===== src/common/uart_dbg_pkg.sv =====
// UART debug loader shared definitions
// Protocol byte codes, field sizes and the command controller state encoding

package uart_dbg_pkg;

  ////////////////////////////////////////
  // Field sizes
  ////////////////////////////////////////

  localparam int DATA_W      = 8;
  localparam int ADDR_W      = 64;
  localparam int EXIT_W      = 32;
  localparam int FIELD_BYTES = 8;
  localparam int EXIT_BYTES  = 4;

  typedef logic [DATA_W-1:0] byte_t;

  ////////////////////////////////////////
  // Protocol codes
  ////////////////////////////////////////

  // Host commands, the first byte of a request
  typedef enum logic [7:0] {
    CMD_READ  = 8'h11,
    CMD_WRITE = 8'h12,
    CMD_EXEC  = 8'h13
  } cmd_e;

  // Reply and challenge codes
  localparam byte_t CODE_ACK = 8'h06;
  localparam byte_t CODE_EOT = 8'h04;
  localparam byte_t CODE_EOC = 8'h14;

  ////////////////////////////////////////
  // Controller FSM
  ////////////////////////////////////////

  typedef enum logic [3:0] {
    IDLE,
    GET_ADDR,
    GET_LEN,
    SEND_ACK,
    WR_DATA,
    RD_FETCH,
    RD_SEND,
    SEND_EOT,
    EXEC_ACK,
    EOC_CODE,
    EOC_EXIT
  } ctrl_state_e;

endpackage


===== src/uart/uart_rx.sv =====
// UART receiver
// Samples each bit at mid-bit, checks even parity and strobes good bytes

`timescale 1ns/1ps

module uart_rx import uart_dbg_pkg::*; #(
  parameter int CLKS_PER_BIT = 16,
  parameter int PARITY_EN    = 1
) (
  input  logic  clk,
  input  logic  rst_i,
  input  logic  rx_i,
  output logic  rx_valid_o,
  output byte_t rx_data_o
);

  typedef enum logic [2:0] {RX_IDLE, RX_START, RX_DATA, RX_PARITY, RX_STOP} rx_state_e;

  localparam int CNT_W = $clog2(CLKS_PER_BIT);
  localparam logic [CNT_W-1:0] BIT_LAST  = CNT_W'(CLKS_PER_BIT - 1);
  localparam logic [CNT_W-1:0] HALF_LAST = CNT_W'(CLKS_PER_BIT / 2 - 1);

  rx_state_e        state_q;
  logic [1:0]       sync_q;
  logic [CNT_W-1:0] clk_cnt_q;
  logic [2:0]       bit_cnt_q;
  logic             par_err_q;
  byte_t            shift_q;
  logic             mid_bit;

  // Line after the two synchronizer flops is sync_q[1]
  assign mid_bit   = (clk_cnt_q == BIT_LAST);
  assign rx_data_o = shift_q;

  always_ff @(posedge clk) begin
    if (rst_i) begin
      state_q    <= RX_IDLE;
      sync_q     <= 2'b11;
      clk_cnt_q  <= '0;
      bit_cnt_q  <= '0;
      par_err_q  <= 1'b0;
      rx_valid_o <= 1'b0;
    end else begin
      sync_q     <= {sync_q[0], rx_i};
      rx_valid_o <= 1'b0;
      clk_cnt_q  <= clk_cnt_q + 1'b1;
      case (state_q)
        RX_IDLE: begin
          clk_cnt_q <= '0;
          par_err_q <= 1'b0;
          if (!sync_q[1]) state_q <= RX_START;
        end
        RX_START: begin
          // Confirm start bit at its middle, else treat as a glitch
          if (clk_cnt_q == HALF_LAST) begin
            clk_cnt_q <= '0;
            bit_cnt_q <= '0;
            state_q   <= sync_q[1] ? RX_IDLE : RX_DATA;
          end
        end
        RX_DATA: begin
          if (mid_bit) begin
            clk_cnt_q <= '0;
            shift_q   <= {sync_q[1], shift_q[DATA_W-1:1]};
            bit_cnt_q <= bit_cnt_q + 1'b1;
            if (bit_cnt_q == 3'(DATA_W - 1)) begin
              state_q <= (PARITY_EN != 0) ? RX_PARITY : RX_STOP;
            end
          end
        end
        RX_PARITY: begin
          if (mid_bit) begin
            clk_cnt_q <= '0;
            par_err_q <= sync_q[1] ^ (^shift_q);
            state_q   <= RX_STOP;
          end
        end
        RX_STOP: begin
          if (mid_bit) begin
            rx_valid_o <= sync_q[1] & ~par_err_q;
            state_q    <= RX_IDLE;
          end
        end
        default: state_q <= RX_IDLE;
      endcase
    end
  end

  // Two bytes are at least a frame apart
  assert property (@(posedge clk) disable iff (rst_i) rx_valid_o |=> !rx_valid_o)
    else $error("rx_valid_o high for two cycles");

endmodule


===== config.mk =====
export PLATFORM = sky130hd
export DESIGN_NAME = uart_rx
export DESIGN_NICKNAME = d
export VERILOG_FILES = /design/src/common/uart_dbg_pkg.sv /design/src/uart/uart_rx.sv
export SDC_FILE = /design/constraint.sdc
export NUM_CORES = 1
export LEC_CHECK = 0
export BUFFER_PORTS_ARGS = -buffer_cell sky130_fd_sc_hd__clkbuf_2
export CAP_MARGIN = 20
export CORE_MARGIN = 2
export CORE_UTILIZATION = 50
export DETAILED_ROUTE_END_ITERATION = 7
export GPL_ROUTABILITY_DRIVEN = 0
export HOLD_SLACK_MARGIN = 0.02
export PLACE_DENSITY = 0.72
export SYNTH_ARGS = -nofsm -noshare
export SYNTH_HDL_FRONTEND = slang
export SYNTH_SLANG_ARGS = --single-unit

===== constraint.sdc =====
create_clock -name clk -period 4.1 [get_ports clk]
set_input_delay 0.41 -clock clk [delete_from_list [all_inputs] [get_ports clk]]
set_output_delay 0.41 -clock clk [all_outputs]
set_load 0.02 [all_outputs]

== Word-level counts from Yosys, hierarchy flattened ==
Cells that the tools add are included.

* Add/subtract/negate cells: 2
* Equality and inequality tests: 13
* Muxes and demuxes: 16
* Bitwise gates (word level): 6
* Reductions and logical operators: 10

{| class="wikitable"
|+ Operators by type and width
! operator !! count
|-
| $mux W3 || 8
|-
| $pmux W3 S5 || 1
|-
| $ne A2 B2 Y1 const B || 6
|-
| $pmux W4 S3 || 1
|-
| $mux W4 || 2
|-
| $reduce_xor A8 Y1 || 1
|-
| $eq A3 B2 Y1 const B || 2
|-
| $eq A3 B3 Y1 const B || 2
|-
| $pmux W3 S2 || 1
|-
| $reduce_and A3 Y1 || 2
|-
| $reduce_and A6 Y1 || 1
|-
| $add A4 B1 Y4 const B || 1
|-
| $eq A4 B3 Y1 const B || 1
|-
| $eq A4 B4 Y1 const B || 1
|-
| $not A1 Y1 || 4
|-
| $reduce_bool A2 Y1 || 2
|-
| $add A3 B1 Y3 const B || 1
|-
| $eq A3 B1 Y1 const B || 1
|-
| $logic_not A3 Y1 || 1
|-
| $reduce_or A3 Y1 || 1
|-
| $mux W2 || 1
|-
| $pmux W1 S2 || 1
|-
| $reduce_and A2 Y1 || 1
|-
| $reduce_or A2 Y1 || 1
|-
| other kinds (3) || 3
|}

* Register bits after elaboration: 22
* Bits of input ports: 3

== Depth between registers and ports, before layout ==
* Depth after elaboration: 4
* Depth in mapped cells: 5
* Gate-level depth less buffers: 5

== Least setup slack after synthesis ==
OpenSTA, ideal clock, no wires.

* Path kind: register -> register
* From: register clk_cnt_q[0]
* To: register shift_q[0] (netlist: rx_data_o[0]) (enable)
* Arrival: 1.552 ns
* Path slack: 2.175 ns
* Cell stages (with the launch flop): 5
* Path buffers: 0
* Clock period less this slack: 1.925 ns
* Cells stage by stage: dfxtp_1 -> ha_1 -> nand3_2 -> nor4_1 -> nor2b_1

* Cells in the longest elaborated chain, start to end: 2

{| class="wikitable"
|+ Ends and longest elaborated chain
! what !! line !! source
|-
| start: declaration || uart_rx.sv:25 || <nowiki>logic [CNT_W-1:0] clk_cnt_q;</nowiki>
|-
| start signal: assignment || uart_rx.sv:46 || <nowiki>clk_cnt_q <= clk_cnt_q + 1'b1;</nowiki>
|-
| $eq A4 B4 Y1 || uart_rx.sv:32 || <nowiki>assign mid_bit = (clk_cnt_q == BIT_LAST);</nowiki>
|-
| $reduce_and A3 Y1 (no line) || -- ||
|-
| end signal: assignment || uart_rx.sv:64 || <nowiki>shift_q <= {sync_q[1], shift_q[DATA_W-1:1]};</nowiki>
|-
| end: declaration || uart_rx.sv:28 || <nowiki>byte_t shift_q;</nowiki>
|}

Every way passes these cells.
A chain may end at the register's enable or synchronous reset.

== Worst setup path after layout ==
* From: register clk_cnt_q[0]
* To: register shift_q[3] (netlist: rx_data_o[3]) (enable)

Same word-level chain as after synthesis.

==> flow_summary.json <==
{
  "outcome": "finished, final reports clean",
  "postCtsHoldBufs": 0,
  "cts.sinks": 22,
  "layout_commonest_cell": "dfxtp_1",
  "vias": 653,
  "core_area_um2": 1760,
  "num_rows": 15,
  "yosysSeqAreaShare_pct": 54.6,
  "ys.flop_type": "dfxtp_1",
  "ant_nets": 0,
  "synth_area_um2": 953,
  "numPlacedInstances": 115,
  "setup_viol": 0,
  "post_cts_buffers": 0,
  "antenna_cells": 0,
  "h-tree-depth": 1,
  "synth_edf_count": 8,
  "max_freq_mhz": 460,
  "grt_max_degree": 16,
  "synthArstFlopShare_pct": 0,
  "grt.total_usage_pct": 15.8,
  "cts-buffers-inserted": 3,
  "utilization_pct": 61.3,
  "drive_above_1_share_pct": 20.2,
  "port-buffer-count": 11,
  "min_path_type": "input port to flop",
  "critPathMaxStageDelay_ns": 0.58,
  "grt_pass1_vias": 527,
  "first_pass_iters": 4,
  "report.final.slew_viol_count": 0,
  "die_h_um": 47.7,
  "finalCritPeriodShare_pct": 53.0,
  "slowest_stage": "nor2b_1",
  "die_area_um2": 2270,
  "io_pins": 12,
  "setup_tns_ns": 0,
  "overflow": 0,
  "initial_utilization_pct": 54.0,
  "tritoncts": "done",
  "synth.net_count": 88,
  "antenna_found_initial": 0,
  "cts.clk_slew.worst_paths_ns": 0.12,
  "hold_violations": 0,
  "dpl.hpwl_um": 1130,
  "finClkSkew_ns": 0.00393,
  "area_growth_pct": 13.4,
  "clk_path_buf_depth": 2,
  "critPathMaxFanout": 8,
  "cts_repair_resize_count": 0,
  "drt-initial-drc-count": 8,
  "rsz0062_at_grt": "no",
  "fin_nets": 101,
  "layout_common_cells": "dfxtp_1, clkbuf_2, edfxtp_1, nor2_1",
  "cp.required_ns": 4.06,
  "avgSynthCellArea_um2": 11.6,
  "vias_per_cell": 5.49,
  "drc": 0,
  "synth_cells": 82,
  "die_width_um": 47.7,
  "p_total_uw": 402,
  "root_buffer": "clkbuf_4",
  "insertion_delay_ns": 0.31,
  "wire_per_inst_um": 13.3,
  "peakVddDrop_v": 0.000259,
  "p_leak_uw": 0.000403,
  "arrival_ns": 2.13,
  "setup.worst_path.end_class": "flop",
  "yosysUniqueCellTypes": 34,
  "yosysWarnings": 0,
  "path_class": "flop to flop",
  "ys_ff_latch": 22,
  "grt_pass1_wl_um": 2390,
  "slew_headroom_pct": 58.5,
  "critPathLaunchType": "flop",
  "max_cap_viol_count": 0,
  "min_period_ns": 2.17,
  "drt_wl_total_um": 1590,
  "worst_pin_slew_ns": 0.622,
  "final_cells": 119,
  "r2r_slack_ns": 1.93,
  "path_cells": "ha_1 > nand3_2 > nor4_1 > nor2b_1",
  "p_per_area_nw_per_um2": 372
}
==> metal layers <==
layer  global-route usage (%)  up-vias  wire length, um
met3                     3.40        4               39
met5                        0        -                0
met2                     23.8        8              775
met4                     9.73        0               39
met1                     20.7      315              731
li1                         -      326                -
==> worst max-delay path, delay by kind of cell, from the launching register on <==
family,cells,cell delay [ns]
AND/OR/NAND/NOR,3,1.17
flip-flops,1,0.37
adder cells (fa/ha/maj),1,0.27
==> synth_stat cells (all sizes together) (2+ instances only) <==
library cell	instances	area share, %
dfxtp	14	29
edfxtp	8	25
nor2	5	2.0
a21oi	4	2.1
nand2	4	1.6
xnor2	4	3.7
clkbuf	3	1.2
ha	3	3.9
nand3	3	2.1
xor2	3	2.8
a2111oi	2	1.8
a22oi	2	1.6
and2	2	1.3
nand2b	2	1.3
nand4b	2	1.8
nor2b	2	1.3
nor4	2	1.3
or2	2	1.3
or3	2	1.8
==> metrics by stage <==
stage,hold WS (ns),instance area [um2],setup WS [ns]
after detailed placement,0.399,1030,1.91
final,0.273,1080,1.93
after floorplan,0.389,953,2.18
after CTS,0.266,1080,1.89
after global routing,0.258,1080,1.62
after global placement,0.392,1030,1.97
==> worst paths after layout <==
path                     start      endpoint  depth (start not counted)
setup reg to reg  clk_cnt_q[0]  rx_data_o[3]                          4
setup / recovery  clk_cnt_q[0]  rx_data_o[3]                          4
hold / removal            rx_i     sync_q[0]                          2
hold reg to reg      sync_q[0]     sync_q[1]                          1
==> flip-flops by register name, indices dropped and copies added, names as in the netlist <==
register,flops
rx_data_o,8
clk_cnt_q,4
bit_cnt_q,3
state_q,3
sync_q,2
par_err_q,1
rx_valid_o,1
==> report_power, final <==
part	total, uW	internal (uW)	switching, uW	leakage (uW)
sequential	229	226	2.52	0.000185
combinational	8.34	4.14	4.19	0.000190
clock	165	98.8	66.4	0.0000279
==> cell type report <==
class                      count  area (um2)
clock buffer                   3        22.5
clock inverter                 1        30.0
fill                         166         683
inverter                       1        3.75
multi-input combinational     56         418
sequential                    22         520
tap                           25        31.3
timing repair buffer          11        55.1
==> kinds of logic after synthesis <==
logic type / after synthesis / share of synthesized area, %
multiplexers: 1 / 1.05
flip-flops: 22 / 54.6
AND/OR/NAND/NOR: 31 / 20.3
XOR/XNOR: 8 / 8.79
buffers and inverters: 4 / 1.57
AO/OA/AOI/OAI: 13 / 9.71
adder cells (fa/ha/maj): 3 / 3.94
No activity file was read; power rests on OpenSTA's default activity.
