==> src/common/uart_dbg_pkg.sv <==
// UART debug loader shared definitions
// Protocol byte codes, field sizes and the command controller state encoding

package uart_dbg_pkg;

  ////////////////////////////////////////
  // Field sizes
  ////////////////////////////////////////

  localparam int DATA_W      = 8;
  localparam int ADDR_W      = 64;
  localparam int EXIT_W      = 32;
  localparam int FIELD_BYTES = 8;
  localparam int EXIT_BYTES  = 4;

  typedef logic [DATA_W-1:0] byte_t;

  ////////////////////////////////////////
  // Protocol codes
  ////////////////////////////////////////

  // Host commands, the first byte of a request
  typedef enum logic [7:0] {
    CMD_READ  = 8'h11,
    CMD_WRITE = 8'h12,
    CMD_EXEC  = 8'h13
  } cmd_e;

  // Reply and challenge codes
  localparam byte_t CODE_ACK = 8'h06;
  localparam byte_t CODE_EOT = 8'h04;
  localparam byte_t CODE_EOC = 8'h14;

  ////////////////////////////////////////
  // Controller FSM
  ////////////////////////////////////////

  typedef enum logic [3:0] {
    IDLE,
    GET_ADDR,
    GET_LEN,
    SEND_ACK,
    WR_DATA,
    RD_FETCH,
    RD_SEND,
    SEND_EOT,
    EXEC_ACK,
    EOC_CODE,
    EOC_EXIT
  } ctrl_state_e;

endpackage

==> src/uart/uart_tx.sv <==
// UART transmitter
// Frames a byte with start, optional even parity and stop bits

`timescale 1ns/1ps

module uart_tx import uart_dbg_pkg::*; #(
  parameter int CLKS_PER_BIT = 16,
  parameter int PARITY_EN    = 1
) (
  input  logic  clk,
  input  logic  rst_i,
  input  logic  tx_start_i,
  input  byte_t tx_data_i,
  output logic  tx_busy_o,
  output logic  tx_o
);

  localparam int FRAME_BITS = DATA_W + 2 + ((PARITY_EN != 0) ? 1 : 0);
  // Bits left after the start bit
  localparam int SHIFT_W    = FRAME_BITS - 1;
  localparam int CNT_W      = $clog2(CLKS_PER_BIT);
  localparam int BIT_W      = $clog2(FRAME_BITS);
  localparam logic [CNT_W-1:0] BIT_LAST = CNT_W'(CLKS_PER_BIT - 1);

  logic [SHIFT_W-1:0] shift_q;
  logic [SHIFT_W-1:0] frame;
  logic [CNT_W-1:0]   clk_cnt_q;
  logic [BIT_W-1:0]   bit_cnt_q;

  // Stop, parity and data, sent LSB first
  assign frame = (PARITY_EN != 0) ? SHIFT_W'({1'b1, ^tx_data_i, tx_data_i})
                                  : SHIFT_W'({1'b1, tx_data_i});

  always_ff @(posedge clk) begin
    if (rst_i) begin
      tx_o      <= 1'b1;
      tx_busy_o <= 1'b0;
      clk_cnt_q <= '0;
      bit_cnt_q <= '0;
    end else if (!tx_busy_o) begin
      if (tx_start_i) begin
        tx_o      <= 1'b0;
        tx_busy_o <= 1'b1;
        shift_q   <= frame;
        clk_cnt_q <= '0;
        bit_cnt_q <= BIT_W'(SHIFT_W);
      end
    end else if (clk_cnt_q == BIT_LAST) begin
      clk_cnt_q <= '0;
      if (bit_cnt_q == '0) begin
        // Stop bit done, line already high
        tx_busy_o <= 1'b0;
      end else begin
        tx_o      <= shift_q[0];
        shift_q   <= shift_q >> 1;
        bit_cnt_q <= bit_cnt_q - 1'b1;
      end
    end else begin
      clk_cnt_q <= clk_cnt_q + 1'b1;
    end
  end

  // Controller must wait for the frame to finish
  assert property (@(posedge clk) disable iff (rst_i) tx_start_i |-> !tx_busy_o)
    else $error("tx_start_i while transmitter busy");

endmodule

==> config.mk <==
export PLATFORM = sky130hd
export DESIGN_NAME = uart_tx
export DESIGN_NICKNAME = d
export VERILOG_FILES = /design/src/common/uart_dbg_pkg.sv /design/src/uart/uart_tx.sv
export SDC_FILE = /design/constraint.sdc
export NUM_CORES = 1
export LEC_CHECK = 0
export ABC_AREA = 1
export BUFFER_PORTS_ARGS = -buffer_cell sky130_fd_sc_hd__buf_2
export CORE_ASPECT_RATIO = 0.9
export CORE_UTILIZATION = 55
export CTS_CLUSTER_DIAMETER = 200
export CTS_CLUSTER_SIZE = 25
export DETAILED_ROUTE_END_ITERATION = 16
export PLACE_DENSITY = 0.76
export SYNTH_ARGS = -nofsm -noshare
export SYNTH_HDL_FRONTEND = slang
export SYNTH_SLANG_ARGS = --single-unit
export TNS_END_PERCENT = 100
==> constraint.sdc <==
create_clock -name clk -period 2.19 [get_ports clk]
set_clock_uncertainty 0.1 [all_clocks]
set_input_delay 0.219 -clock clk [delete_from_list [all_inputs] [get_ports clk]]
set_output_delay 0.219 -clock clk [all_outputs]
set_load 0.1 [all_outputs]
Word level (Yosys, flattened, before mapping)

Cells that the tools add are included.

Word-level logic and storage cells: 35
Output and inout bits: 2
Register bits: 20

Bitwise gates (word level): 1
Add/sub/neg operators: 2
Multiplexer cells: 19
Equality and inequality tests: 3
Reductions and logical operators: 5

Operators by type and width:

| cell                                             | number |
|---|---|
| 2-to-1 mux 10 bit                                | 4 |
| 2-to-1 mux 4 bit                                 | 7 |
| 2-to-1 mux 1 bit                                 | 8 |
| XOR reduction 8 bit                              | 1 |
| adder 4 x 1 -> 4 bit, second input constant      | 1 |
| == test 4 bit, second input constant             | 1 |
| logical NOT 4 bit                                | 1 |
| AND reduction 4 bit                              | 1 |
| subtractor 4 x 1 -> 4 bit, second input constant | 1 |
| AND reduction 3 bit                              | 1 |
| != test 2 x 1 -> 1 bit, second input constant    | 1 |
| != test 2 bit, second input constant             | 1 |
| nonzero test 2 bit                               | 1 |
| inverter 1 bit                                   | 1 |

Logic depth before layout (Yosys ltp)

Depth in word-level cells: 4
Mapped depth: 9
Depth with buffers taken out: 9

Worst setup path before layout

Ideal clock, no wire load.

Kind: register -> register
Start point: register tx_busy_o
End point: register shift_q[0] (enable)
Slack: -0.108 ns
Library setup time: 0.376 ns
Buffers on the path: 1
Arrival: 1.822 ns
Cell stages (with the launch flop): 6
Cells stage by stage: dfxtp_1 > buf_6 > nor2_4 > inv_2 > nand2_1 > nor2_1

Longest elaborated chain between the ends: 2
Elaborated cells on any way between the ends: 4

RTL lines:

| what                                                   | line          | source |
|---|---|---|
| start, declared                                        | uart_tx.sv:14 | `output logic tx_busy_o,` |
| start signal, assigned                                 | uart_tx.sv:37 | `tx_busy_o <= 1'b0;` |
| start signal, assigned                                 | uart_tx.sv:43 | `tx_busy_o <= 1'b1;` |
| start signal, assigned                                 | uart_tx.sv:52 | `tx_busy_o <= 1'b0;` |
| != test 2 bit (no source line) (tied with other cells) | --            |  |
| AND reduction 4 bit (no source line) (*)               | --            |  |
| end signal, assigned                                   | uart_tx.sv:44 | `shift_q <= frame;` |
| end signal, assigned                                   | uart_tx.sv:55 | `shift_q <= shift_q >> 1;` |
| end, declared                                          | uart_tx.sv:25 | `logic [SHIFT_W-1:0] shift_q;` |

Mark *: on every way between the ends. The rest lies on a longest branch, timed or not.
A chain may end at the register's enable or synchronous reset.

Final worst setup path

Start point: register clk_cnt_q[0]
End point: register shift_q[9] (enable)

Longest elaborated chain between the ends: 3

RTL lines:

| what                                    | line          | source |
|---|---|---|
| start, declared                         | uart_tx.sv:27 | `logic [CNT_W-1:0] clk_cnt_q;` |
| start signal, assigned                  | uart_tx.sv:59 | `clk_cnt_q <= clk_cnt_q + 1'b1;` |
| == test 4 bit                           | uart_tx.sv:48 | `end else if (clk_cnt_q == BIT_LAST) begin` |
| != test 2 x 1 -> 1 bit (no source line) | --            |  |
| AND reduction 4 bit (no source line)    | --            |  |

Every way passes these cells.

==> summary.txt <==
Synthesis
  – Area leader, netlist: edfxtp_1
  – Sequential fraction of the synthesis area: 0.4673
  – Post-synth top area share: 0.2804
  – Synth warnings: 0
  – Cells after Synth: 141
  – EDFF count, synth: 10
  – Area of the mapped netlist: 1071 µm²
  – Main flop type after synthesis: edfxtp_1
  – #FFs+latches synth: 20
  – Mapped Nets: 154
  – Syn_area_per_cell: 7.596 µm²
  – Post-synthesis async set-or-reset flop share: 0
  – Synth top area cells: edfxtp_1 (28%), nand2_1 (20%), dfxtp_1 (19%), o21ai_0 (4.2%), inv_1 (4.2%)
  – Synth cell types: 23
  – Post-synth top cells: nand2_1 (57), inv_1 (12), dfxtp_1 (10), edfxtp_1 (10)
  – Most numerous cell in the Yosys netlist: nand2_1

Power
  – Leak: 0.5558 nW
  – P per Cell Area: 691.1 nW/µm²
  – Maximum VDD drop: 0.6130 mV

Job
  – Max-cap viol count: 0

Cells and area
  – Synth-to-layout area growth: 11.10%
  – Diode count: 0
  – Fill cells: 154
  – Multi-input gate area: 489.2 µm²
  – Reg area: 501.7 µm²
  – Final #Nets: 170
  – Share of layout cells above drive strength 1: 0.1987
  – Post-Layout Cell Count: 180

Die
  – Num rows: 14
  – Chip Height: 43.87 µm
  – Core box area: 1752 µm²
  – DIE AREA: 2128 µm²
  – Die Wd: 48.52 µm
  – Top Ports: 13
  – Initial Utilization: 0.6114

Timing
  – Setup violations, final: 0
  – Setup TNS: 0 ns
  – Final Hold Vio Count: 0
  – Hold Slack: 0.04124 ns
  – Crit share post-route: 0.7156
  – F_max: 638.1 MHz
  – Fin crit period: 1.567 ns
  – Slew HR: 0.6808
  – Slew @ Worst Pin: 0.4821 ns
  – RSZ-0062 raised after global routing: no
  – Max Slew Vio Count: 0

Routing
  – First-pass iteration count of the detailed router: 4
  – DR iter-0 viols: 31
  – Vias per cell: 5.022
  – Avg WL per Cell: 10.24 µm
  – Post-route antenna net violation count: 0
  – Vias: 904
  – Final wirelength: 1844 µm
  – # DRC: 0

Clock network
  – PostCTS Resize Cnt: 0
  – CTS buffer count: 3
  – Max Root-Sink Buffers: 2
  – TritonCTS clock tree: done
  – Worst-path clk slew: 0.10 ns
  – CTS H-tree lvls: 1
  – CTS sink cnt: 20
  – Setup repair bufs after CTS: 0
  – Clock Tree Root: clkbuf_4
  – Clock latency on the worst-skew pair: 0.30 ns
  – CTS Hold Buffers Added: 0

Worst setup path
  – Endpoint class of the critical path: flip-flop
  – Reg2reg end: shift_q[9]
  – Register-to-register setup slack: 0.62 ns
  – Slowest cell on the critical path: dfxtp_1
  – Max FO, Critical Path: 10
  – Critical path origin: clk_cnt_q[0]
  – Startpoint types: flip-flop
  – CP Class: flip-flop to flip-flop
  – Critical Path AT: 1.49 ns
  – Reg-to-Reg Start: clk_cnt_q[0]
  – Reg2Reg Depth: 6
  – Crit path to: shift_q[9]
  – CP cell instances: ha_1, nand3_2, nand2_2, nand2_2, nor2_1, buf_4
  – CP required: 2.11 ns
  – Most used cell, CP: nand2_2
  – Slowest Stage Delay on Critical Path: 0.38 ns

Place
  – Inst Count DP: 176
  – Gpl congestion: 0.7927
  – HPWL after detailed placement: 1421 µm
  – PortBufs: 12

Global routing
  – GRT Total Usage: 0.2068
  – Global routing usage on met2: 0.3296
  – Largest net degree at the start of global routing: 19
  – Initial antenna violation count: 0
  – Vias in the first global route: 805
  – Grt met3 use: 0.06316
  – GRT busiest layer: met2
  – First-pass GRT wire length: 3263 µm
  – Met1 Use GR: 0.2628
  – Total congestion overflow: 0

Hold path
  – Min-Delay Path Class: input pin to flip-flop

Status
  – Status: completed
## worst min-delay path by stage
stage	slack, ns	endpoint	from	cells past startpoint
3_5_place_dp	0.33	tx_o	shift_q[0]	2
3_3_place_gp	0.33	tx_o	shift_q[0]	2
5_1_grt	0.03	bit_cnt_q[0]	rst_i	2
4_1_cts	0.03	bit_cnt_q[0]	rst_i	2
2_1_floorplan	0.19	bit_cnt_q[0]	rst_i	1
6_report	0.04	clk_cnt_q[1]	rst_i	2
## where the power goes
group	total [mW]	switching [mW]	internal, mW
Clock	0.209	0.108	0.102
Combinational	0.172	0.115	0.0569
Sequential	0.441	0.0167	0.424
## per-stage QoR
| step | util | power, mW | cell area, µm² | worst slack (ns) |
|---|---|---|---|---|
| floorplan | - | 0.5815 | 1072 | 0.2179 |
| global placement | 0.6586 | 0.6162 | 1154 | 0.7013 |
| detailed placement | 0.6586 | 0.6224 | 1154 | 0.6389 |
| CTS | 0.6793 | 0.8292 | 1190 | 0.6222 |
| global route | 0.6793 | 0.8795 | 1190 | 0.5135 |
| finish | 0.6793 | 0.8223 | 1190 | 0.6228 |
## kinds of logic (layout without fill, tap and decap cells)
kind of cell / after synthesis / in the layout / share of synthesized area
and+or+nand+nor: 79 / 79 / 0.3166
DFF: 20 / 20 / 0.4673
adders and majority gates: 2 / 2 / 0.02336
AOI/OAI and AO/OA: 19 / 19 / 0.09229
xor gates and xnor gates: 3 / 3 / 0.02454
buffers and inverters: 18 / 33 / 0.07593
## per-layer routing
| metal | vias up | wire (µm) | share of wire |
|---|---|---|---|
| met1 | 408 | 869 | 0.47 |
| met3 | 2 | 85 | 0.046 |
| met5 | - | 0 | 0 |
| met2 | 16 | 879 | 0.48 |
| met4 | 0 | 8 | 0.0043 |
| li1 | 478 | - | - |
## worst max-delay path, delay by kind of cell (launching register included)
family / cells / cell delay [ns]
adders and majority gates: 1 / 0.22
DFF: 1 / 0.38
and+or+nand+nor: 4 / 0.39
buffers and inverters: 1 / 0.19
## sequential cells by signal, indices dropped and copies added (netlist names)
register / flops
clk_cnt_q: 4
tx_busy_o: 1
tx_o: 1
bit_cnt_q: 4
shift_q: 10
## layout by cell type, fill, tap and decap left out
cell and instances:
buf_4 2, clkinv_2 1, nand3_2 3, a21oi_2 1, o21ai_0 9, buf_2 12, a21oi_1 8, xor2_1 1
xnor2_1 2, inv_1 12, inv_2 2, dfxtp_1 9, clkbuf_4 3, nor2_1 9, nor2_2 1, nand2_1 57
nand3_1 4, dfxtp_2 1, edfxtp_1 10, nor3_1 1, clkbuf_8 1, nor2_4 1, ha_1 2, nand2_2 3
o21ai_1 1
## final cells by class
cell class / count / share of cell area
clock buffer: 4 / 0.03049
inverter: 15 / 0.04837
multi-input combinational: 103 / 0.4111
sequential: 20 / 0.4217
tap: 24 / 0.02524
timing repair buffer: 14 / 0.06309
(Power assumes the default switching activity.)
