**src/common/uart_dbg_pkg.sv**
```systemverilog
// UART debug loader shared definitions
// Protocol byte codes, field sizes and the command controller state encoding

package uart_dbg_pkg;

  ////////////////////////////////////////
  // Field sizes
  ////////////////////////////////////////

  localparam int DATA_W      = 8;
  localparam int ADDR_W      = 64;
  localparam int EXIT_W      = 32;
  localparam int FIELD_BYTES = 8;
  localparam int EXIT_BYTES  = 4;

  typedef logic [DATA_W-1:0] byte_t;

  ////////////////////////////////////////
  // Protocol codes
  ////////////////////////////////////////

  // Host commands, the first byte of a request
  typedef enum logic [7:0] {
    CMD_READ  = 8'h11,
    CMD_WRITE = 8'h12,
    CMD_EXEC  = 8'h13
  } cmd_e;

  // Reply and challenge codes
  localparam byte_t CODE_ACK = 8'h06;
  localparam byte_t CODE_EOT = 8'h04;
  localparam byte_t CODE_EOC = 8'h14;

  ////////////////////////////////////////
  // Controller FSM
  ////////////////////////////////////////

  typedef enum logic [3:0] {
    IDLE,
    GET_ADDR,
    GET_LEN,
    SEND_ACK,
    WR_DATA,
    RD_FETCH,
    RD_SEND,
    SEND_EOT,
    EXEC_ACK,
    EOC_CODE,
    EOC_EXIT
  } ctrl_state_e;

endpackage

```
**src/logic/dbg_cmd_ctrl.sv**
```systemverilog
// Debug command controller
// Parses host frames, moves bytes to and from memory and sequences replies

`timescale 1ns/1ps

module dbg_cmd_ctrl import uart_dbg_pkg::*; #(
  parameter int MEM_AW = 10
) (
  input  logic               clk,
  input  logic               rst_i,
  input  logic               rx_valid_i,
  input  byte_t              rx_data_i,
  input  logic               tx_busy_i,
  output logic               tx_start_o,
  output byte_t              tx_data_o,
  output logic               mem_we_o,
  output logic [MEM_AW-1:0]  mem_addr_o,
  output byte_t              mem_wdata_o,
  input  byte_t              mem_rdata_i,
  input  logic               eoc_i,
  input  logic [EXIT_W-1:0]  exit_code_i,
  output logic               exec_o,
  output logic [ADDR_W-1:0]  exec_addr_o
);

  localparam int CNT_W = $clog2(FIELD_BYTES);

  ctrl_state_e            state_q;
  cmd_e                   cmd_q;
  logic                   ack_only_q;
  logic [CNT_W-1:0]       byte_cnt_q;
  logic [ADDR_W-1:DATA_W] field_q;
  logic [ADDR_W-1:0]      field_next;
  logic [ADDR_W-1:0]      addr_q;
  logic [ADDR_W-1:0]      len_q;
  logic [EXIT_W-1:0]      exit_q;
  logic                   send_state;
  logic                   field_done;
  logic                   last_byte;

  ////////////////////////////////////////
  // Datapath outputs
  ////////////////////////////////////////

  // Fields arrive least significant byte first
  assign field_next = {rx_data_i, field_q[ADDR_W-1:DATA_W]};
  assign field_done = rx_valid_i && (byte_cnt_q == CNT_W'(FIELD_BYTES - 1));
  assign last_byte  = (len_q == 64'd1);

  assign send_state = state_q inside {SEND_ACK, RD_SEND, SEND_EOT,
                                      EXEC_ACK, EOC_CODE, EOC_EXIT};
  assign tx_start_o = send_state && !tx_busy_i;
  assign exec_o     = (state_q == EXEC_ACK) && !tx_busy_i;

  assign mem_we_o    = (state_q == WR_DATA) && rx_valid_i;
  assign mem_addr_o  = addr_q[MEM_AW-1:0];
  assign mem_wdata_o = rx_data_i;

  always_comb begin
    case (state_q)
      SEND_ACK, EXEC_ACK: tx_data_o = CODE_ACK;
      RD_SEND:            tx_data_o = mem_rdata_i;
      SEND_EOT:           tx_data_o = CODE_EOT;
      EOC_CODE:           tx_data_o = CODE_EOC;
      EOC_EXIT:           tx_data_o = exit_q[DATA_W-1:0];
      default:            tx_data_o = '0;
    endcase
  end

  ////////////////////////////////////////
  // FSM
  ////////////////////////////////////////

  always_ff @(posedge clk) begin
    if (rst_i) begin
      state_q     <= IDLE;
      cmd_q       <= CMD_READ;
      ack_only_q  <= 1'b0;
      byte_cnt_q  <= '0;
      exec_addr_o <= '0;
    end else begin
      case (state_q)
        IDLE: begin
          byte_cnt_q <= '0;
          if (eoc_i) begin
            exit_q  <= exit_code_i;
            state_q <= EOC_CODE;
          end else if (rx_valid_i) begin
            case (rx_data_i)
              CODE_ACK: begin
                ack_only_q <= 1'b1;
                state_q    <= SEND_ACK;
              end
              CMD_READ, CMD_WRITE, CMD_EXEC: begin
                cmd_q   <= cmd_e'(rx_data_i);
                state_q <= GET_ADDR;
              end
              default: state_q <= IDLE;
            endcase
          end
        end
        GET_ADDR, GET_LEN: begin
          if (rx_valid_i) begin
            field_q    <= field_next[ADDR_W-1:DATA_W];
            byte_cnt_q <= byte_cnt_q + 1'b1;
          end
          if (field_done && state_q == GET_ADDR) begin
            addr_q <= field_next;
            if (cmd_q == CMD_EXEC) begin
              exec_addr_o <= field_next;
              state_q     <= EXEC_ACK;
            end else begin
              state_q <= GET_LEN;
            end
          end else if (field_done) begin
            len_q      <= field_next;
            ack_only_q <= 1'b0;
            state_q    <= SEND_ACK;
          end
        end
        SEND_ACK: begin
          if (!tx_busy_i) begin
            if (ack_only_q) state_q <= IDLE;
            else if (len_q == '0) state_q <= SEND_EOT;
            else if (cmd_q == CMD_WRITE) state_q <= WR_DATA;
            else state_q <= RD_FETCH;
          end
        end
        WR_DATA: begin
          if (rx_valid_i) begin
            addr_q <= addr_q + 64'd1;
            len_q  <= len_q - 64'd1;
            if (last_byte) state_q <= SEND_EOT;
          end
        end
        // Address is stable here, so read data is valid in RD_SEND
        RD_FETCH: state_q <= RD_SEND;
        RD_SEND: begin
          if (!tx_busy_i) begin
            addr_q  <= addr_q + 64'd1;
            len_q   <= len_q - 64'd1;
            state_q <= last_byte ? SEND_EOT : RD_FETCH;
          end
        end
        SEND_EOT, EXEC_ACK: begin
          if (!tx_busy_i) state_q <= IDLE;
        end
        EOC_CODE: begin
          if (!tx_busy_i) state_q <= EOC_EXIT;
        end
        EOC_EXIT: begin
          if (!tx_busy_i) begin
            exit_q     <= {{DATA_W{1'b0}}, exit_q[EXIT_W-1:DATA_W]};
            byte_cnt_q <= byte_cnt_q + 1'b1;
            if (byte_cnt_q == CNT_W'(EXIT_BYTES - 1)) state_q <= IDLE;
          end
        end
        default: state_q <= IDLE;
      endcase
    end
  end

  assert property (@(posedge clk) disable iff (rst_i)
    state_q inside {IDLE, GET_ADDR, GET_LEN, SEND_ACK, WR_DATA, RD_FETCH,
                    RD_SEND, SEND_EOT, EXEC_ACK, EOC_CODE, EOC_EXIT})
    else $error("controller state out of range");

endmodule

```
**config.mk**
```make
export PLATFORM = sky130hd
export DESIGN_NAME = dbg_cmd_ctrl
export DESIGN_NICKNAME = d
export VERILOG_FILES = /design/src/common/uart_dbg_pkg.sv /design/src/logic/dbg_cmd_ctrl.sv
export SDC_FILE = /design/constraint.sdc
export NUM_CORES = 1
export LEC_CHECK = 0
export ABC_AREA = 1
export BUFFER_PORTS_ARGS = -buffer_cell sky130_fd_sc_hd__buf_4
export CAP_MARGIN = 20
export CORE_MARGIN = 5
export CORE_UTILIZATION = 44
export DETAILED_ROUTE_END_ITERATION = 10
export PLACE_DENSITY = 0.65
export SLEW_MARGIN = 10
export SYNTH_ARGS = -nofsm -noshare
export SYNTH_HDL_FRONTEND = slang
export SYNTH_SLANG_ARGS = --single-unit
export TNS_END_PERCENT = 50
```
**constraint.sdc**
```tcl
create_clock -name clk -period 15.6 [get_ports clk]
set_input_delay 0.78 -clock clk [delete_from_list [all_inputs] [get_ports clk]]
set_output_delay 0.78 -clock clk [all_outputs]
set_load 0.02 [all_outputs]
```
Yosys cells after proc, flatten, opt, wreduce, memory -nomap -nowiden
Index checks and enable logic that the tools add are counted.

Add/subtract/negate cells: 3. Equality and inequality tests: 37. Mux-type cells: 41. Bitwise operators: 2. Reductions and logical operators: 26.

Operators with widths (number): 2-to-1 mux 64 bit (7); case mux 64 bit (3 select lines) (2); adder 64 x 1 -> 64 bit (second input constant) (1); == test 64 x 1 -> 1 bit (second input constant) (1); zero test 64 bit (1); 2-to-1 mux 32 bit (2); case mux 32 bit (2 select lines) (1); subtractor 64 x 1 -> 64 bit (second input constant) (1); 2-to-1 mux 4 bit (13); == test 8 x 5 -> 1 bit (second input constant) (5); case mux 8 bit (5 select lines) (1); case mux 4 bit (9 select lines) (1); inequality test 2 bit (second input constant) (14); == test 4 x 3 -> 1 bit (second input constant) (4); == test 4 bit (second input constant) (3); AND reduction 6 bit (2); AND reduction 10 bit (1); 2-to-1 mux 3 bit (3); case mux 3 bit (3 select lines) (1); AND reduction 3 bit (3); == test 4 x 2 -> 1 bit (second input constant) (2); == test 8 x 3 -> 1 bit (second input constant) (1); AND reduction 4 bit (2); 2-to-1 mux 1 bit (6); other kinds (19) (31).

Register bits: 296. Output and inout port bits: 93.

Depth between registers and ports, before layout
Depth in word-level cells: 6. Gate-level depth with buffers: 13.

Worst setup path after synthesis
OpenSTA, ideal clock, no wires.

Path kind: input port to flip-flop. Start point: in rst_i. End point: reg len_q[0], enable pin. Setup time: 0.565 ns. Arrival time: 5.802 ns. Path slack: 9.233 ns. Stages on the path: 5. Path buffers: 2. Cells stage by stage: clkbuf_1 -> inv_1 -> clkbuf_1 -> o2111ai_1 -> nor3_1.

Longest elaborated chain between the ends: 2.

Ends and longest elaborated chain: start: declaration (RTL line dbg_cmd_ctrl.sv:10) `input logic rst_i,`; NOT 1 bit (no line); AND reduction 6 bit (no line); end signal: assignment (RTL line dbg_cmd_ctrl.sv:116) `len_q <= field_next;`; end signal: assignment (RTL line dbg_cmd_ctrl.sv:132) `len_q <= len_q - 64'd1;`; end signal: assignment (RTL line dbg_cmd_ctrl.sv:141) `len_q <= len_q - 64'd1;`; end: declaration (RTL line dbg_cmd_ctrl.sv:35) `logic [ADDR_W-1:0] len_q;`.

No other way between the ends. A chain may end at the register's enable or synchronous reset.

Worst setup path in the final report
Start point: reg state_q[1]. End point: out tx_start_o.

Longest elaborated chain between the ends: 3. Elaborated cells on any way between the ends: 8.

Ends and longest elaborated chain: start: declaration (RTL line dbg_cmd_ctrl.sv:28) `ctrl_state_e state_q;`; start signal: assignment (RTL line dbg_cmd_ctrl.sv:142) `state_q <= last_byte ? SEND_EOT : RD_FETCH;`; == test 4 x 2 -> 1 bit, or another cell as far along (RTL line dbg_cmd_ctrl.sv:50) `assign send_state = state_q inside {SEND_ACK, RD_SEND, SEND_EOT,`; nonzero test 6 bit (*) (RTL line dbg_cmd_ctrl.sv:50); logical AND 1 bit (*) (RTL line dbg_cmd_ctrl.sv:52) `assign tx_start_o = send_state && !tx_busy_i;`; end: declaration (RTL line dbg_cmd_ctrl.sv:14) `output logic tx_start_o,`.

Every way passes the cells marked *; elsewhere a longest branch is shown, timed or not.

==> metrics.txt <==
Die Area 0.0293 mm2; Yosys cell types 40; Final setup violation count 0; synthesized flop and latch total around 240; DPL Wire Length about 22 mm; synthesis-to-finish area growth 19.0%; Leak between 5 and 6 nW; total clock sinks 242; CTS tree done; DP Worst Slack 12,340 ps; final hold vios 0; Hold Crit Class reg2reg; root buf cell clkbuf_16; RSZ-0062 raised after global routing no; initial antenna violation count 0; DP Area 0.0127 mm2; Routed wire per std cell 17.1 um; fraction of layout cells with a size suffix above 1 15.9%; top_reg_cell synth edfxtp_1; initial core utilization 44.2%; most frequent cells in the layout nand2_1 (317), nor2_1 (228), edfxtp_1 (162); register area share after synthesis about 57%; setup TNS 0 ps; Final WS setup 12,220 ps; chip height 171 um; Final Max Slew Viols 0; GR Overflow Total 0; Ports 146; Port Buffer Count approximately 150; iteration count of the initial detailed-routing pass 6; clock-pin transition on the worst setup and hold timing paths 60 ps; final wirelength roughly 30 mm; EDFF count, synth around 160; syn nets 1,372; Worst Path Required 14,820 ps; core region area 0.0258 mm2; Min Hold Slack 448 ps; Tcrit/Tclk final 21.7%; total power 0.00183 W; Fin Clk Skew about 36 ps; Slew Limit Headroom 26.2%; FFs w/ async S/R, synth 0%; GRT Resource Usage Total 20.6%; Worst Max-Slew Pin Slew 1100 ps; largest net degree at the start of global routing 99; Worst Path Class, Setup reg2out; cell area after layout ~0.014 mm2; htree depth 1; Mapped Cells 1,313; worst-skew pair later-pin latency 540 ps; fmax ~0.30 GHz; Chip Width ~170 um; # Post-CTS Setup Buffers 0; PostCTS Resize Cnt 0; Power Density 135 mW/mm2; Clock Tree Buf Depth 3; CP Launch Type register; DRT iter0 DRCs 666; RD Place Congestion 0.922; DR vias/cell 5.11; Worst VDD drop roughly 90 uV; yosys warns 0; Critical Path End Type output port; Mapped Area 0.0114 mm2; CTS Hold Bufs 0; first-pass GRT wire length 48.1 mm; Site Rows between 50 and 60; CP Data Arrival Time 2600 ps; post-layout minimum cycle time between 3000 and 4000 ps; Layout Nets 1,500; commonest non-fill, non-tap cell in the layout nand2_1; post-route ant nets 0; # DRC 0; antenna cells 0; Num CTS Buffers 26; Max-Cap Viols 0; status finished, final reports clean; number of global-route vias before repair 8,839; Critical Path Fanout Max 42; vias approximately 9.2k; Synth Area per Inst 8.70 um2
worst max-delay path, stage by stage (launching register included):
cell	delay (ps)
dfxtp_1	490
inv_1	90
nor2_2	180
nand2_4	230
inv_2	580
nor2_1	140
a21oi_1	180
buf_4	160
per-stage QoR:
stage / cells / util [%]
after floorplan: 1313 / -
after global placement: 1747 / 49.3
after detailed placement: 1747 / 49.3
after CTS: 1795 / 52.5
after global routing: 1796 / 52.6
final: 1796 / 52.6
layer usage:
metal  up-vias  part of all wire, %  track usage, %
met4         0                  1.6            4.00
met5         -                    0               0
li1       4577                    -               -
met1      4281                   45            28.7
met2       280                   48            34.3
met3        33                  6.3            3.70
synth_stat cells (8+ instances only):
cell type | instances | area (um2)
dfxtp_1 | 80 | 1600
nor3_1 | 17 | 85.1
inv_1 | 103 | 387
o21ai_0 | 129 | 646
a21oi_1 | 50 | 250
xor2_1 | 28 | 245
nand3_1 | 49 | 245
clkbuf_1 | 22 | 82.6
nor2_2 | 10 | 62.6
buf_2 | 16 | 80.1
edfxtp_1 | 162 | 4860
xnor2_1 | 20 | 175
nor2_1 | 229 | 860
nor2_4 | 8 | 90.1
nand2_1 | 317 | 1190
buf_4 | 13 | 97.6
sequential cells by signal, indices dropped and copies added (netlist names):
register and flops:
state_q 4, field_q 56, addr_q 10, cmd_q 8, ack_only_q 1, len_q 64
exec_addr_o 64, exit_q 32, byte_cnt_q 3
cells by family after synthesis:
kind of cell	share of synthesized area, %
XOR/XNOR	3.68
AO/OA/AOI/OAI	9.37
AND/OR/NAND/NOR	23.8
buffers and inverters	5.92
adder cells (fa/ha/maj)	0.657
flip-flops	56.6
power breakdown:
part / total [W] / switching (W) / internal, W
clock network: 0.000604 / 0.000264 / 0.000340
logic: 0.000348 / 0.000239 / 0.000108
registers: 0.000878 / 0.0000712 / 0.000807
area by class of cell:
class	instances	area (um2)
clock inverter	11	95.1
clock buffer	37	744
tap	335	419
timing repair buffer	152	1160
inverter	108	405
multi-input combinational	911	4300
fill	2386	12200
sequential	242	6470
worst paths after layout:
check | end | depth (start not counted) | from | slack, ps
min reg2reg | field_q[21] | 0 | field_q[29] | 450
max reg2reg | len_q[11] | 8 | state_q[2] | 12520
max | tx_start_o | 7 | state_q[1] | 12220
min | field_q[21] | 0 | field_q[29] | 450
No activity file was read; power rests on OpenSTA's default activity.
